$ cat config.mk
export PLATFORM = sky130hd
export DESIGN_NAME = bin_select
export DESIGN_NICKNAME = d
export VERILOG_FILES = /design/src/fft_frame_pkg.sv /design/src/bin_select.sv
export SDC_FILE = /design/constraint.sdc
export NUM_CORES = 1
export LEC_CHECK = 0
export BUFFER_PORTS_ARGS = -buffer_cell sky130_fd_sc_hd__buf_2
export CAP_MARGIN = 20
export CORE_ASPECT_RATIO = 1.4
export CORE_UTILIZATION = 38
export CTS_BUF_LIST = sky130_fd_sc_hd__clkbuf_16
export DETAILED_ROUTE_END_ITERATION = 7
export HOLD_SLACK_MARGIN = 0.02
export PLACE_DENSITY = 0.8
export SLEW_MARGIN = 0
export SYNTH_ARGS = -nofsm -noshare
export SYNTH_HDL_FRONTEND = slang
export SYNTH_SLANG_ARGS = --single-unit
$ cat constraint.sdc
create_clock -name clk -period 2.1 [get_ports clk]
set_input_delay 0.21 -clock clk [delete_from_list [all_inputs] [get_ports clk]]
set_output_delay 0.21 -clock clk [all_outputs]
set_load 0.01 [all_outputs]
$ cat src/fft_frame_pkg.sv
`default_nettype none

package fft_frame_pkg;

	// one signed real or imaginary part of a complex sample
	typedef logic signed [15:0] sample_part_t;

	// re*re + im*im of a full scale sample
	// worst case is two times 2**30 so one bit above 32
	typedef logic [32:0] power_t;

	// samples per analysis window
	localparam int DEF_WINDOW_SIZE = 512;

	// samples between two window starts
	// windows overlap by size minus step
	localparam int DEF_WINDOW_STEP = 160;

	// windows produced per trigger
	localparam int DEF_FRAMES_PER_RUN = 100;

	// lower bins kept per window
	// dc up to nyquist of a 512 point transform
	localparam int DEF_KEEP_BINS = 257;

	// sample buffer read latency in clock cycles
	// address register plus output register
	localparam int RAM_READ_LATENCY = 2;

	// capture sequencer states
	typedef enum logic {
		wait_trigger,
		active
	} seq_state_t;

endpackage

`default_nettype wire

$ cat src/bin_select.sv
`timescale 1ns/100ps
`default_nettype none

// keeps the lower bins of each window and drops the rest
module bin_select #(
	parameter int KEEP_BINS = fft_frame_pkg::DEF_KEEP_BINS
) (
	input var logic clk,
	input var logic arstn,
	input var fft_frame_pkg::power_t power_i,
	input var logic last_i,
	input var logic valid_i,
	output var logic ready_o,
	output var fft_frame_pkg::power_t power_o,
	output var logic last_o,
	output var logic valid_o,
	input var logic ready_i
);
	// index saturates at KEEP_BINS
	localparam int BIN_CNT_W = $clog2(KEEP_BINS + 1);

	typedef logic [BIN_CNT_W-1:0] bin_idx_t;

	bin_idx_t bin_idx;
	logic keep;

	// bin index within the current window
	always_ff @(posedge clk or negedge arstn) begin
		if (!arstn) begin
			bin_idx <= '0;
		end else if (valid_i && ready_o) begin
			if (last_i) begin
				bin_idx <= '0;
			end else if (keep) begin
				bin_idx <= bin_idx + 1'b1;
			end
		end
	end

	assign keep = (bin_idx < BIN_CNT_W'(KEEP_BINS));

	// upper bins are swallowed here without reaching the output
	assign power_o = power_i;
	assign valid_o = valid_i && keep;
	assign ready_o = ready_i || !keep;

	// new last on the final kept bin
	assign last_o = (bin_idx == BIN_CNT_W'(KEEP_BINS - 1));

endmodule

`default_nettype wire

Yosys cells after proc, flatten, opt, wreduce, memory -nomap -nowiden
Cells that the tools add are included.
{"block": "totals", "ff_bits": 9, "latchBits": 0, "ramBits": 0, "mem_bits_ro": 0, "input_bits": 38, "word_cells": 12, "n_memories": 0}
{"block": "op_classes", "addsub": 1, "n_mul": 0, "div": 0, "order_cmp": 1, "n_eq_ne": 1, "shifts": 0, "mux": 2, "n_bitwise": 0, "reduce_logical": 6}
{"operator": "2-to-1 mux 9 bit", "count": 2}
{"operator": "adder 9 x 1 -> 9 bit (second input constant)", "count": 1}
{"operator": "== test 9 bit (second input constant)", "count": 1}
{"operator": "< comparator 9 bit (second input constant)", "count": 1}
{"operator": "logical AND 1 bit", "count": 2}
{"operator": "AND reduction 2 bit", "count": 1}
{"operator": "nonzero test 2 bit", "count": 1}
{"operator": "logical NOT 1 bit", "count": 1}
{"operator": "logical OR 1 bit", "count": 1}

Longest topological paths before layout
{"block": "logic_depth", "word_depth": 5, "mapped_depth": 5, "depth_no_buf": 5}

Worst setup path before layout
Ideal clock, no wire load.
{"block": "synth_path", "path_kind": "register to register", "startpoint": "register bin_idx[5]", "endpoint": "register bin_idx[2]", "setup_ps": 122, "t_arrival_ps": 1565, "required_ps": 1978, "path_slack_ps": 413, "path_stages_with_launch": 6, "n_path_buf": 1, "period_less_slack_ps": 1687, "cell_sequence": "dfrtp_1 > or4_4 > o21ai_2 > buf_6 > nand3_1 > a32o_1"}
{"block": "synth_between", "elab_chain_cells": 5, "elab_cells_between_ends": 6, "cone_classes": "1 x order compare; 5 x reduce/logical"}
{"item": "start, declared", "line_no": "bin_select.sv:24", "rtl": "bin_idx_t bin_idx;"}
{"item": "start signal, assigned", "line_no": "bin_select.sv:35", "rtl": "bin_idx <= bin_idx + 1'b1;"}
{"item": "< comparator 9 bit (*)", "line_no": "bin_select.sv:40", "rtl": "assign keep = (bin_idx < BIN_CNT_W'(KEEP_BINS));"}
{"item": "logical NOT 1 bit", "line_no": "bin_select.sv:45", "rtl": "assign ready_o = ready_i || !keep;"}
{"item": "logical OR 1 bit", "line_no": "bin_select.sv:45"}
{"item": "logical AND 1 bit", "line_no": "bin_select.sv:31", "rtl": "end else if (valid_i && ready_o) begin"}
{"item": "AND reduction 2 bit (no source line) (*)"}
Every way passes the cells marked *; elsewhere a longest branch is shown, timed or not.
A chain may end at the register's enable or synchronous reset.

Worst setup path after layout
{"block": "layout_path", "startpoint": "register bin_idx[1]", "endpoint": "output valid_o"}
{"block": "layout_between", "elab_chain_cells": 2}
{"item": "< comparator 9 bit", "line_no": "bin_select.sv:40"}
{"item": "logical AND 1 bit", "line_no": "bin_select.sv:44", "rtl": "assign valid_o = valid_i && keep;"}
{"item": "end, declared", "line_no": "bin_select.sv:16", "rtl": "output var logic valid_o,"}
Every way passes these cells.

==> results.py <==
metrics = {
    "timing": {
        "share_of_the_clock_period_used_by_the_worst_path_after_layout_pct": 93.26,
        "layout_setup_ws_ps": 141.6,
        "grt_setup_unrepaired": "false",
        "final.setup.tns_ps": 0,
        "worst_pin_slew_ps": 376.8,
        "finalMaxSlewViolations": 0,
        "achievable-frequency_mhz": 510.6,
        "hold_viol_final": 0,
        "fin_skew_ps": 2.911,
        "finalSetupViolCount": 0,
        "hold-worst-slack_ps": 306.9,
        "final_period_demand_of_the_worst_path_ps": 1958,
        "slew-limit-headroom_pct": 74.88,
    },
    "clock_tree": {
        "clkSlewWorstSetupHoldPaths_ps": 40,
        "clockBufferDepth": 2,
        "tritoncts_num_sinks": 9,
        "clkLatencyLatePin_ps": 240,
        "htree_num_levels": 1,
        "clock_tree_from_tritoncts": "yes",
        "numCtsBuffers": 3,
        "root_buffer": "clkbuf_16",
    },
    "yosys": {
        "yosysWarnings": 0,
        "postSynthAreaPerCell_um2": 8.440,
        "synth_area_um2": 894.6,
        "ys_ff_latch": 9,
        "netlist_instances": 106,
        "top_post_synthesis_cells_by_area": "buf_4, dfrtp_1, nand3_1",
        "ys_seq_area_share_pct": 25.17,
        "yosys.cell_types.count": 38,
        "synth.net_count": 146,
        "synth_top_area_cell": "buf_4",
        "synthDominantCellAreaShare_pct": 27.69,
    },
    "worst_setup_path": {
        "timing.critical_path.from_type": "flop",
        "timing.critical_path.cells": "or4_1, o21ai_4, and2_1, buf_2",
        "critical_path.max_fanout": 5,
        "crit_type": "flop to output pin",
        "timing.critical_path.required_ps": 1890,
        "worst-endpoint-arrival_ps": 1750,
        "critical_path_slowest_stage_cell": "or4_1",
        "cp-end-kind": "output pin",
        "max_stage_delay_ps": 600,
    },
    "place": {
        "place.detailed.instances": 101,
        "buffer_ports.inserted": 7,
        "place_worst_setup_slack_ps": 183.9,
        "place_area_um2": 708.2,
        "dp_hpwl_mm": 1.413,
        "routabilityCongestion": 0.9488,
    },
    "power_and_ir_drop": {
        "power_density_nw_per_um2": 842.4,
        "cell_internal_pwr_mw": 0.5022,
        "net-switching-power_mw": 0.1818,
        "power.total_mw": 0.6841,
        "leakage_nw": 0.3334,
        "power_frac_comb_pct": 18.0,
        "clock_power_share_pct": 49.5,
        "max-vdd-ir-drop_mv": 0.6103,
        "power_frac_seq_pct": 32.5,
        "power_switching_share_pct": 26.58,
    },
    "finish": {
        "final_design_area_no_fill_um2": 812.0,
        "registers.top_by_ff_count": "bin_idx",
        "fill_cells": 225,
        "largest_registers": "bin_idx x9",
        "fin_nets": 126,
        "insertedDiodeCount": 0,
        "largest_register_ffs": 9,
        "drive_above_1_share_pct": 21.18,
        "fin_cells": 107,
        "finish.utilization_pct": 36.88,
        "flow.area_growth_from_synthesis_pct": -9.231,
    },
    "flow_run": {
        "drv.max_cap_violation_count": 0,
    },
    "drt": {
        "routedWlPerCell_um": 17.69,
        "drtIter0Drc": 21,
        "post_drt_via_cell_ratio": 6.393,
        "drt_wl_total_mm": 1.893,
        "detail_route.drc_violations": 0,
        "number_of_search_and_repair_iterations_in_the_first_detailed_routing_pass": 4,
        "ant_nets": 0,
        "route.vias.total": 684,
    },
    "die": {
        "die_width_um": 43.01,
        "floorplan.core_area_um2": 2202,
        "core.rowCount": 20,
        "die-area_um2": 2555,
        "io_pins": 74,
        "fp.dieH_um": 59.41,
        "starting_density_pct": 40.62,
    },
    "grt": {
        "first_global_vias": 648,
        "groute.usage.overall_pct": 15.79,
        "grt_first_pass_wirelength_mm": 2.973,
        "antenna_found_initial": 0,
        "global_route.overflow_total": 0,
        "pin_count_of_the_biggest_net_entering_global_routing": 14,
    },
    "hold_path": {
        "worstHoldPathType": "input pin to flop",
    },
    "outcome": {
        "outcome": "finished clean",
    },
}
==> cells in the mapped netlist, drive strengths merged <==
cell    count
a21boi      1
a21oi       2
a221o       1
a22o        1
a31oi       2
a32o        2
a41oi       1
and2        2
and3b       1
buf        35
clkbuf      2
dfrtp       9
ha          2
inv         4
mux2i       1
nand2       7
nand3       7
nand3b      1
nand4       2
nor2        3
nor3        1
nor3b       2
nor4        3
nor4b       1
o211ai      1
o21a        1
o21ai       3
o21bai      1
o221ai      1
o22a        1
o22ai       1
o31ai       1
or3         1
or4         2
==> worst max-delay path, delay by kind of cell, from the launching register on <==
kind	cells	cell delay, ps
flops	1	400
simple gates	2	750
buf+inv	1	130
compound gates	1	230
==> power groups by stage <==
stage | Combinational [mW] | Clock [mW] | Sequential (mW)
after floorplan | 0.138 | 0 | 0.224
after global placement | 0.113 | 0 | 0.223
after detailed placement | 0.118 | 0 | 0.225
after CTS | 0.124 | 0.347 | 0.222
after global routing | 0.136 | 0.350 | 0.226
final | 0.123 | 0.338 | 0.222
==> final timing paths <==
check                           startpoint          to  slack, ps  cells after the start
worst max-delay path            bin_idx[1]     valid_o        140                      4
worst min register to register  bin_idx[4]  bin_idx[4]        560                      1
min in group asynchronous            arstn  bin_idx[3]        370                      2
max in group asynchronous            arstn  bin_idx[0]       1540                      2
worst min-delay path                last_i  bin_idx[0]        310                      2
worst max register to register  bin_idx[1]  bin_idx[6]        220                      5
==> per-layer routing <==
| metal | wire (um) | vias up | GRT usage (%) | share of wire [%] |
|---|---|---|---|---|
| li1 | - | 309 | - | - |
| met1 | 666 | 307 | 15.47 | 35 |
| met2 | 910 | 46 | 25.97 | 48 |
| met3 | 198 | 22 | 1.524 | 10 |
| met4 | 119 | 0 | 19.48 | 6.3 |
| met5 | 0 | - | 0 | 0 |
==> layout by cell type (no fill, tap or decap), drive strengths merged <==
cell | Yosys | layout
mux2i | 1 | 1
and2 | 2 | 2
o21bai | 1 | 1
o221ai | 1 | 1
nand3b | 1 | 1
nor3b | 2 | 2
nand4 | 2 | 2
and3b | 1 | 1
ha | 2 | 2
nor2 | 3 | 3
a32o | 2 | 2
clkbuf | 2 | 3
a22o | 1 | 1
buf | 35 | 11
dlygate4sd3 | 0 | 1
o21ai | 3 | 3
a31oi | 2 | 2
o22ai | 1 | 1
nor4 | 3 | 3
o22a | 1 | 1
a21oi | 2 | 2
o211ai | 1 | 1
nand2 | 7 | 7
nor3 | 1 | 1
or4 | 2 | 2
or3 | 1 | 1
o21a | 1 | 1
a21boi | 1 | 1
a41oi | 1 | 1
nor4b | 1 | 1
a221o | 1 | 1
inv | 4 | 5
dfrtp | 9 | 9
nand3 | 7 | 7
o31ai | 1 | 1
==> cells by family (layout without fill, tap and decap cells) <==
family	count (synthesis)	after routing	synth area share, %
DFF	9	9	25.18
adders and majority gates	2	2	2.797
muxes	1	1	1.119
AOI/OAI and AO/OA	20	20	17.35
and+or+nand+nor	33	33	21.54
buffers and inverters	41	20	32.03
==> cell type report <==
cell class / count / area (um2) / area share [%]
clock inverter: 1 / 3.754 / 0.4622
sequential: 9 / 225.2 / 27.73
clock buffer: 3 / 75.07 / 9.245
inverter: 4 / 15.01 / 1.849
timing repair buffer: 12 / 75.07 / 9.245
tap: 22 / 27.53 / 3.390
multi-input combinational: 56 / 390.4 / 48.07
==> what timing repair did <==
action                                  in CTS  in global routing
buffers inserted                             0                  1
endpoints found under the setup margin       1                  1
hold endpoints to repair                     9                  0
gates cloned                                 0                  0
resized for setup                            1                  0
pin swaps                                    0                  1
hold buffers                                 1                  0
(Power assumes the default switching activity.)
