[src/fft_frame_pkg.sv]
`default_nettype none

package fft_frame_pkg;

	// one signed real or imaginary part of a complex sample
	typedef logic signed [15:0] sample_part_t;

	// re*re + im*im of a full scale sample
	// worst case is two times 2**30 so one bit above 32
	typedef logic [32:0] power_t;

	// samples per analysis window
	localparam int DEF_WINDOW_SIZE = 512;

	// samples between two window starts
	// windows overlap by size minus step
	localparam int DEF_WINDOW_STEP = 160;

	// windows produced per trigger
	localparam int DEF_FRAMES_PER_RUN = 100;

	// lower bins kept per window
	// dc up to nyquist of a 512 point transform
	localparam int DEF_KEEP_BINS = 257;

	// sample buffer read latency in clock cycles
	// address register plus output register
	localparam int RAM_READ_LATENCY = 2;

	// capture sequencer states
	typedef enum logic {
		wait_trigger,
		active
	} seq_state_t;

endpackage

`default_nettype wire

[src/sample_stream_if.sv]
`timescale 1ns/100ps
`default_nettype none

// read-out samples from the sequencer toward the power stage
// no ready here since the sequencer never pauses
interface sample_stream_if;
	import fft_frame_pkg::*;

	// real and imaginary part of one buffered sample
	sample_part_t re_part;
	sample_part_t im_part;

	// high on the final sample of a window
	logic last;

	// one item per cycle while high
	logic valid;

	// sequencer side
	modport source (output re_part, im_part, last, valid);

	// power stage side
	modport sink (input re_part, im_part, last, valid);

endinterface

`default_nettype wire

[src/stream_register.sv]
`timescale 1ns/100ps
`default_nettype none

// single slot valid/ready pipeline stage
module stream_register #(
	parameter type data_t = logic
) (
	input var logic clk,
	input var logic arstn,
	input var data_t data_i,
	input var logic valid_i,
	output var logic ready_o,
	output var data_t data_o,
	output var logic valid_o,
	input var logic ready_i
);

	// slot can take a new item when empty
	// or when its current item leaves this cycle
	assign ready_o = ready_i || !valid_o;

	// payload loads on a transfer in
	always_ff @(posedge clk) begin
		if (valid_i && ready_o) begin
			data_o <= data_i;
		end
	end

	// occupancy
	// held while downstream stalls
	always_ff @(posedge clk or negedge arstn) begin
		if (!arstn) begin
			valid_o <= 1'b0;
		end else if (ready_o) begin
			valid_o <= valid_i;
		end
	end

endmodule

`default_nettype wire

[src/power_calc.sv]
`timescale 1ns/100ps
`default_nettype none

// per-sample power re^2 + im^2 behind one stream register
module power_calc (
	input var logic clk,
	input var logic arstn,
	input var logic ready_i,
	sample_stream_if.sink stream_i,
	output var fft_frame_pkg::power_t power_o,
	output var logic last_o,
	output var logic valid_o
);
	import fft_frame_pkg::*;

	// power with the window last flag on top
	typedef logic [$bits(power_t):0] beat_t;

	logic signed [2*$bits(sample_part_t)-1:0] re_sq, im_sq;
	power_t power;
	beat_t beat_in, beat_out;

	// signed squares, never negative
	assign re_sq = stream_i.re_part * stream_i.re_part;
	assign im_sq = stream_i.im_part * stream_i.im_part;

	// zero extend before the sum so full scale cannot wrap
	assign power = {1'b0, re_sq} + {1'b0, im_sq};

	assign beat_in = {stream_i.last, power};

	// upstream has no ready
	// so the register's ready output goes nowhere
	stream_register #(
		.data_t(beat_t)
	) u_stream_register (
		.clk(clk),
		.arstn(arstn),
		.data_i(beat_in),
		.valid_i(stream_i.valid),
		.ready_o(),
		.data_o(beat_out),
		.valid_o(valid_o),
		.ready_i(ready_i)
	);

	assign {last_o, power_o} = beat_out;

endmodule

`default_nettype wire

[src/flat_wrapper.sv]
// flat-port wrapper written by rule: the top's interface ports become plain ports
module power_calc_flat import fft_frame_pkg::*;
  (clk, arstn, ready_i, power_o, last_o, valid_o, stream_i_re_part, stream_i_im_part, stream_i_last, stream_i_valid);
  sample_stream_if stream_i_i ();
  input var logic clk;
  input var logic arstn;
  input var logic ready_i;
  output var fft_frame_pkg::power_t power_o;
  output var logic last_o;
  output var logic valid_o;
  input wire logic [$bits(stream_i_i.re_part)-1:0] stream_i_re_part;
  input wire logic [$bits(stream_i_i.im_part)-1:0] stream_i_im_part;
  input wire logic [$bits(stream_i_i.last)-1:0] stream_i_last;
  input wire logic [$bits(stream_i_i.valid)-1:0] stream_i_valid;
  assign stream_i_i.re_part = stream_i_re_part;
  assign stream_i_i.im_part = stream_i_im_part;
  assign stream_i_i.last = stream_i_last;
  assign stream_i_i.valid = stream_i_valid;
  power_calc u_core (.clk(clk), .arstn(arstn), .ready_i(ready_i), .stream_i(stream_i_i), .power_o(power_o), .last_o(last_o), .valid_o(valid_o));
endmodule
[config.mk]
export PLATFORM = sky130hd
export DESIGN_NAME = power_calc_flat
export DESIGN_NICKNAME = d
export VERILOG_FILES = /design/src/fft_frame_pkg.sv /design/src/sample_stream_if.sv /design/src/stream_register.sv /design/src/power_calc.sv /design/src/flat_wrapper.sv
export SDC_FILE = /design/constraint.sdc
export NUM_CORES = 1
export LEC_CHECK = 0
export ABC_AREA = 1
export BUFFER_PORTS_ARGS = -buffer_cell sky130_fd_sc_hd__buf_2
export CAP_MARGIN = 10
export CORE_ASPECT_RATIO = 0.6
export CORE_MARGIN = 2
export CORE_UTILIZATION = 55
export CTS_BUF_LIST = sky130_fd_sc_hd__clkbuf_16
export CTS_CLUSTER_DIAMETER = 80
export DETAILED_ROUTE_END_ITERATION = 7
export PLACE_DENSITY = 0.72
export SLEW_MARGIN = 20
export SYNTH_ARGS = -nofsm -noshare
export SYNTH_HDL_FRONTEND = slang
export SYNTH_SLANG_ARGS = --single-unit
[constraint.sdc]
create_clock -name clk -period 2.8 [get_ports clk]
set_input_delay 0 -clock clk [delete_from_list [all_inputs] [get_ports clk]]
set_output_delay 0 -clock clk [all_outputs]
set_load 0.005 [all_outputs]
Yosys cells after proc, flatten, opt, wreduce, memory -nomap -nowiden
Index checks and enable logic that the tools add are counted.
{"block": "classes", "n_reduce_logical": 3, "mul": 2, "add_sub_neg": 1}
{"cell": "$mul 16x16->32", "n": 2}
{"cell": "$add 32x32->33", "n": 1}
{"cell": "$logic_and 1x1->1", "n": 1}
{"cell": "$logic_not 1->1", "n": 1}
{"cell": "$logic_or 1x1->1", "n": 1}
{"block": "word_totals", "elab_cells": 8, "ff_bits": 35, "out_inout_bits": 35}

Depth between registers and ports, before layout
{"block": "logic_depth", "ltp_word": 3, "mapped_depth": 37, "mapped_depth_nobuf": 35}

By module
Synthesis repeated with hierarchy kept, for this count alone.
{"block": "hier_totals", "hier_cells": 2989, "hier_area_um2": 22768.1}
{"mod": "power_calc", "n_inst": 1, "cells_each": 2949, "area_per_inst_um2": 21702.1}
{"mod": "stream_register", "n_inst": 1, "cells_each": 40, "area_per_inst_um2": 1066.0}

Worst setup path before layout
No wires, ideal clock.
{"block": "synth_timing", "path_kind": "input -> register", "from": "input port stream_i_re_part[1]", "to": "register u_core.u_stream_register.data_o[24] (netlist bit), data pin", "setup_ns": 0.253, "path_buffers": 2, "stages": 27, "t_arrival_ns": 6.004, "path_slack_ns": -3.457, "cell_sequence": "clkbuf_1 > clkbuf_1 > nand2_1 > inv_1 > fa_1 > inv_1 > fa_1 > inv_1 > fa_1 > fa_1 > fa_1 > fa_1 > ha_1 > nand2_1 > inv_1 > a21oi_1 > nand2_1 > nand3b_1 > xor2_1 > ha_1 > nand2_1 > nor2_2 > inv_1 > nor3_1 > o21ai_1 > nand4_1 > nand2_1"}
{"block": "synth_between", "elab_chain_len": 2}
{"element": "start, declared", "line_no": "flat_wrapper.sv:11", "rtl": "input wire logic [$bits(stream_i_i.re_part)-1:0] stream_i_re_part;"}
{"element": "$mul 16x16->32", "line_no": "power_calc.sv:24", "rtl": "assign re_sq = stream_i.re_part * stream_i.re_part;"}
{"element": "$add 32x32->33", "line_no": "power_calc.sv:28", "rtl": "assign power = {1'b0, re_sq} + {1'b0, im_sq};"}
{"element": "net u_core.power[24]", "line_no": "power_calc.sv:20", "rtl": "power_t power;"}
{"element": "end signal, assigned", "line_no": "stream_register.sv:25", "rtl": "data_o <= data_i;"}
{"element": "end, declared", "line_no": "stream_register.sv:13", "rtl": "output var data_t data_o,"}
The timed path passes the listed nets, and every way through them passes these cells.
A chain may end at the register's enable or synchronous reset.

Worst setup path after layout
{"block": "layout_timing", "from": "input port stream_i_re_part[3]", "to": "register u_core.u_stream_register.data_o[26] (netlist bit), data pin"}
The elaborated chain is that of the path after synthesis.

==> flow_metrics.tcl <==
set metrics [dict create \
    synthCells 3014 \
    worst_setup_path_end_kind "register" \
    drt_iter0_drc 1964 \
    die_h_um 162 \
    crit_path_frequent_cell "fa_1" \
    final_common_cell "inv_1" \
    cp-start-kind "input port" \
    place_area_um2 28800 \
    rsz0062_at_grt "yes" \
    critPathKind "input port to register" \
    whs_ns -0.00318 \
    required_ns 2.84 \
    first_global_vias 22400 \
    grt_pass1_wl_mm 117 \
    setup_violations 29 \
    area_growth_pct 44.9 \
    n_fill_cell 2490 \
    syn_area_um2 22800 \
    syn_nets 3733 \
    max_freq_mhz 161 \
    final_nets 4347 \
    gp_congestion 1.00 \
    cp.arrival_ns 6.25 \
    vias 21600 \
    via_per_inst 5.16 \
    place_ws_ns -4.01 \
    setup_ws_ns -3.42 \
    maxCapViolations 0 \
    grt_remaining_overflow 0 \
    final_cell_mix "inv_1 (834), nand2_1 (530), buf_4 (527)" \
    dpl.hpwl_mm 61.6 \
    min_path_type "input port to register" \
    finClkSkew_ns 0.00277 \
    synth_cell_types 33 \
    grt_max_degree 32 \
    crit_slowest_cell "fa_2" \
    report.final.slew_viol_count 0 \
    rows 57 \
    syn_avg_cell_area_um2 7.58 \
    cts_tree "built" \
    totalWireLength_mm 76.5 \
    track_usage_pct 34.7 \
    ys_seq_elements 35 \
    final_antenna_net_count 0 \
    insertion_delay_ns 0.29 \
    yosysWarnings 0 \
    clockBufferDepth 2 \
    start_util_pct 56.1 \
    path_clk_slew_ns 0.06 \
    cts_root_buffer "clkbuf_16" \
    drt_pass1_iterations 5 \
    port_buffers 71 \
    diodes 0 \
    finalCoreUtilization_pct 81.3 \
    final_area_um2 33100 \
    r2r_slack_ns 1.37 \
    coreArea_um2 40700 \
    min_period_over_period_pct 222 \
    drc 0 \
    tightest_slew_ns 0.447 \
    fp.dieW_um 267 \
    path_max_fanout 5 \
    die-area_um2 43200 \
    clock-sinks 35 \
    violations "hold timing, setup timing" \
    drive_gt1_share_pct 38.7 \
    synth.yosys.seq_area_share_pct 4.58 \
    h-tree-depth 2 \
    cts_made_buffers 5 \
    antenna_found_initial 4 \
    critical_path.max_stage_delay_ns 0.59 \
    io_pins 72 \
    fin_crit_ns 6.22 \
    outcome "complete, but fails checks" \
    hold_viol_final 1 \
    routedWlPerCell_um 18.3 \
    relSlewSlack_pct 70.2 \
]
-- cell families (layout without fill, tap and decap cells) --
kind of cell / after synthesis / in the layout / share of synthesized area, %
fa+ha+maj: 682 / 682 / 53.0
xor+xnor: 80 / 80 / 3.07
simple gates: 1071 / 1071 / 19.5
buf+inv: 1011 / 1626 / 16.6
flops: 35 / 35 / 4.58
compound gates: 135 / 135 / 3.25
-- layout make-up --
type                       instances  area (um2)  area share (%)
multi-input combinational       1968       22000            66.6
timing repair buffer             672        5540            16.7
inverter                         946        3590            10.9
sequential                        35        1050            3.16
tap                              560         701            2.12
clock buffer                       5         125           0.378
clock inverter                     3        43.8           0.132
-- sequential cells by signal (all words and copies together) (netlist names) --
register                          cells
u_core.u_stream_register.data_o      34
u_core.u_stream_register.valid_o      1
-- routing by layer --
| metal | global-route usage [%] | vias up | share of wire [%] |
|---|---|---|---|
| li1 | - | 9878 | - |
| met4 | 2.48 | 6 | 1.1 |
| met1 | 53.6 | 10700 | 45 |
| met2 | 50.5 | 964 | 43 |
| met3 | 9.64 | 111 | 11 |
| met5 | 1.58 | - | 0.15 |
-- final timing paths --
check / start / end / depth (start not counted)
hold / removal: ready_i / u_core.u_stream_register.valid_o$_DFFE_PN0N_ / 4
setup reg to reg: u_core.u_stream_register.valid_o$_DFFE_PN0N_ / u_core.u_stream_register.data_o[31]$_DFFE_PP_ / 2
hold reg to reg: u_core.u_stream_register.valid_o$_DFFE_PN0N_ / u_core.u_stream_register.valid_o$_DFFE_PN0N_ / 2
setup / recovery: stream_i_re_part[3] / u_core.u_stream_register.data_o[26]$_DFFE_PP_ / 33
min in group asynchronous: arstn / u_core.u_stream_register.valid_o$_DFFE_PN0N_ / 2
max in group asynchronous: arstn / u_core.u_stream_register.valid_o$_DFFE_PN0N_ / 2
-- synthesized netlist by cell type, drive strengths merged --
cell type,instances,area share [%]
a21boi,1,0.033
a21o,5,0.16
a21oi,85,1.9
a31o,2,0.077
and2,3,0.082
buf,3,0.055
clkbuf,62,1.0
clkinv,1,0.016
dfrtp,1,0.11
edfxtp,34,4.5
fa,476,42
ha,206,11
inv,945,16
nand2,755,13
nand3,101,2.3
nand3b,8,0.26
nand4,26,0.71
nor2,147,2.7
nor3,27,0.68
o21a,2,0.066
o21ai,24,0.53
o21bai,16,0.53
or2,4,0.11
xnor2,25,0.96
xor2,55,2.1
-- through the flow --
step / setup TNS [ns] / std cells / hold WS [ns]
floorplan: -68.86 / 3014 / -0.296
global placement: -93.85 / 4098 / -0.223
detailed placement: -95.46 / 4098 / -0.221
CTS: -76.70 / 4154 / 0.00342
global route: -83.51 / 4189 / 0.0262
finish: -80.00 / 4189 / -0.00318
-- repair_timing --
action,4_1_cts,5_1_grt
pin swaps,204,253
buffers inserted,51,35
hold buffers,3,0
hold endpoints to repair,3,0
endpoints found under the setup margin,29,29
cloned,0,1
gates resized for setup,450,364
-- critical path, delay by kind of cell --
family | cells | cell delay (ns)
buffers and inverters | 11 | 0.97
AOI/OAI and AO/OA | 1 | 0.20
and+or+nand+nor | 12 | 1.28
adders and majority gates | 8 | 3.56
xor gates and xnor gates | 1 | 0.21
Power is left out: the tool's default activity adds up to more than one toggle a clock period on the data nets, which glitch-free logic cannot reach.
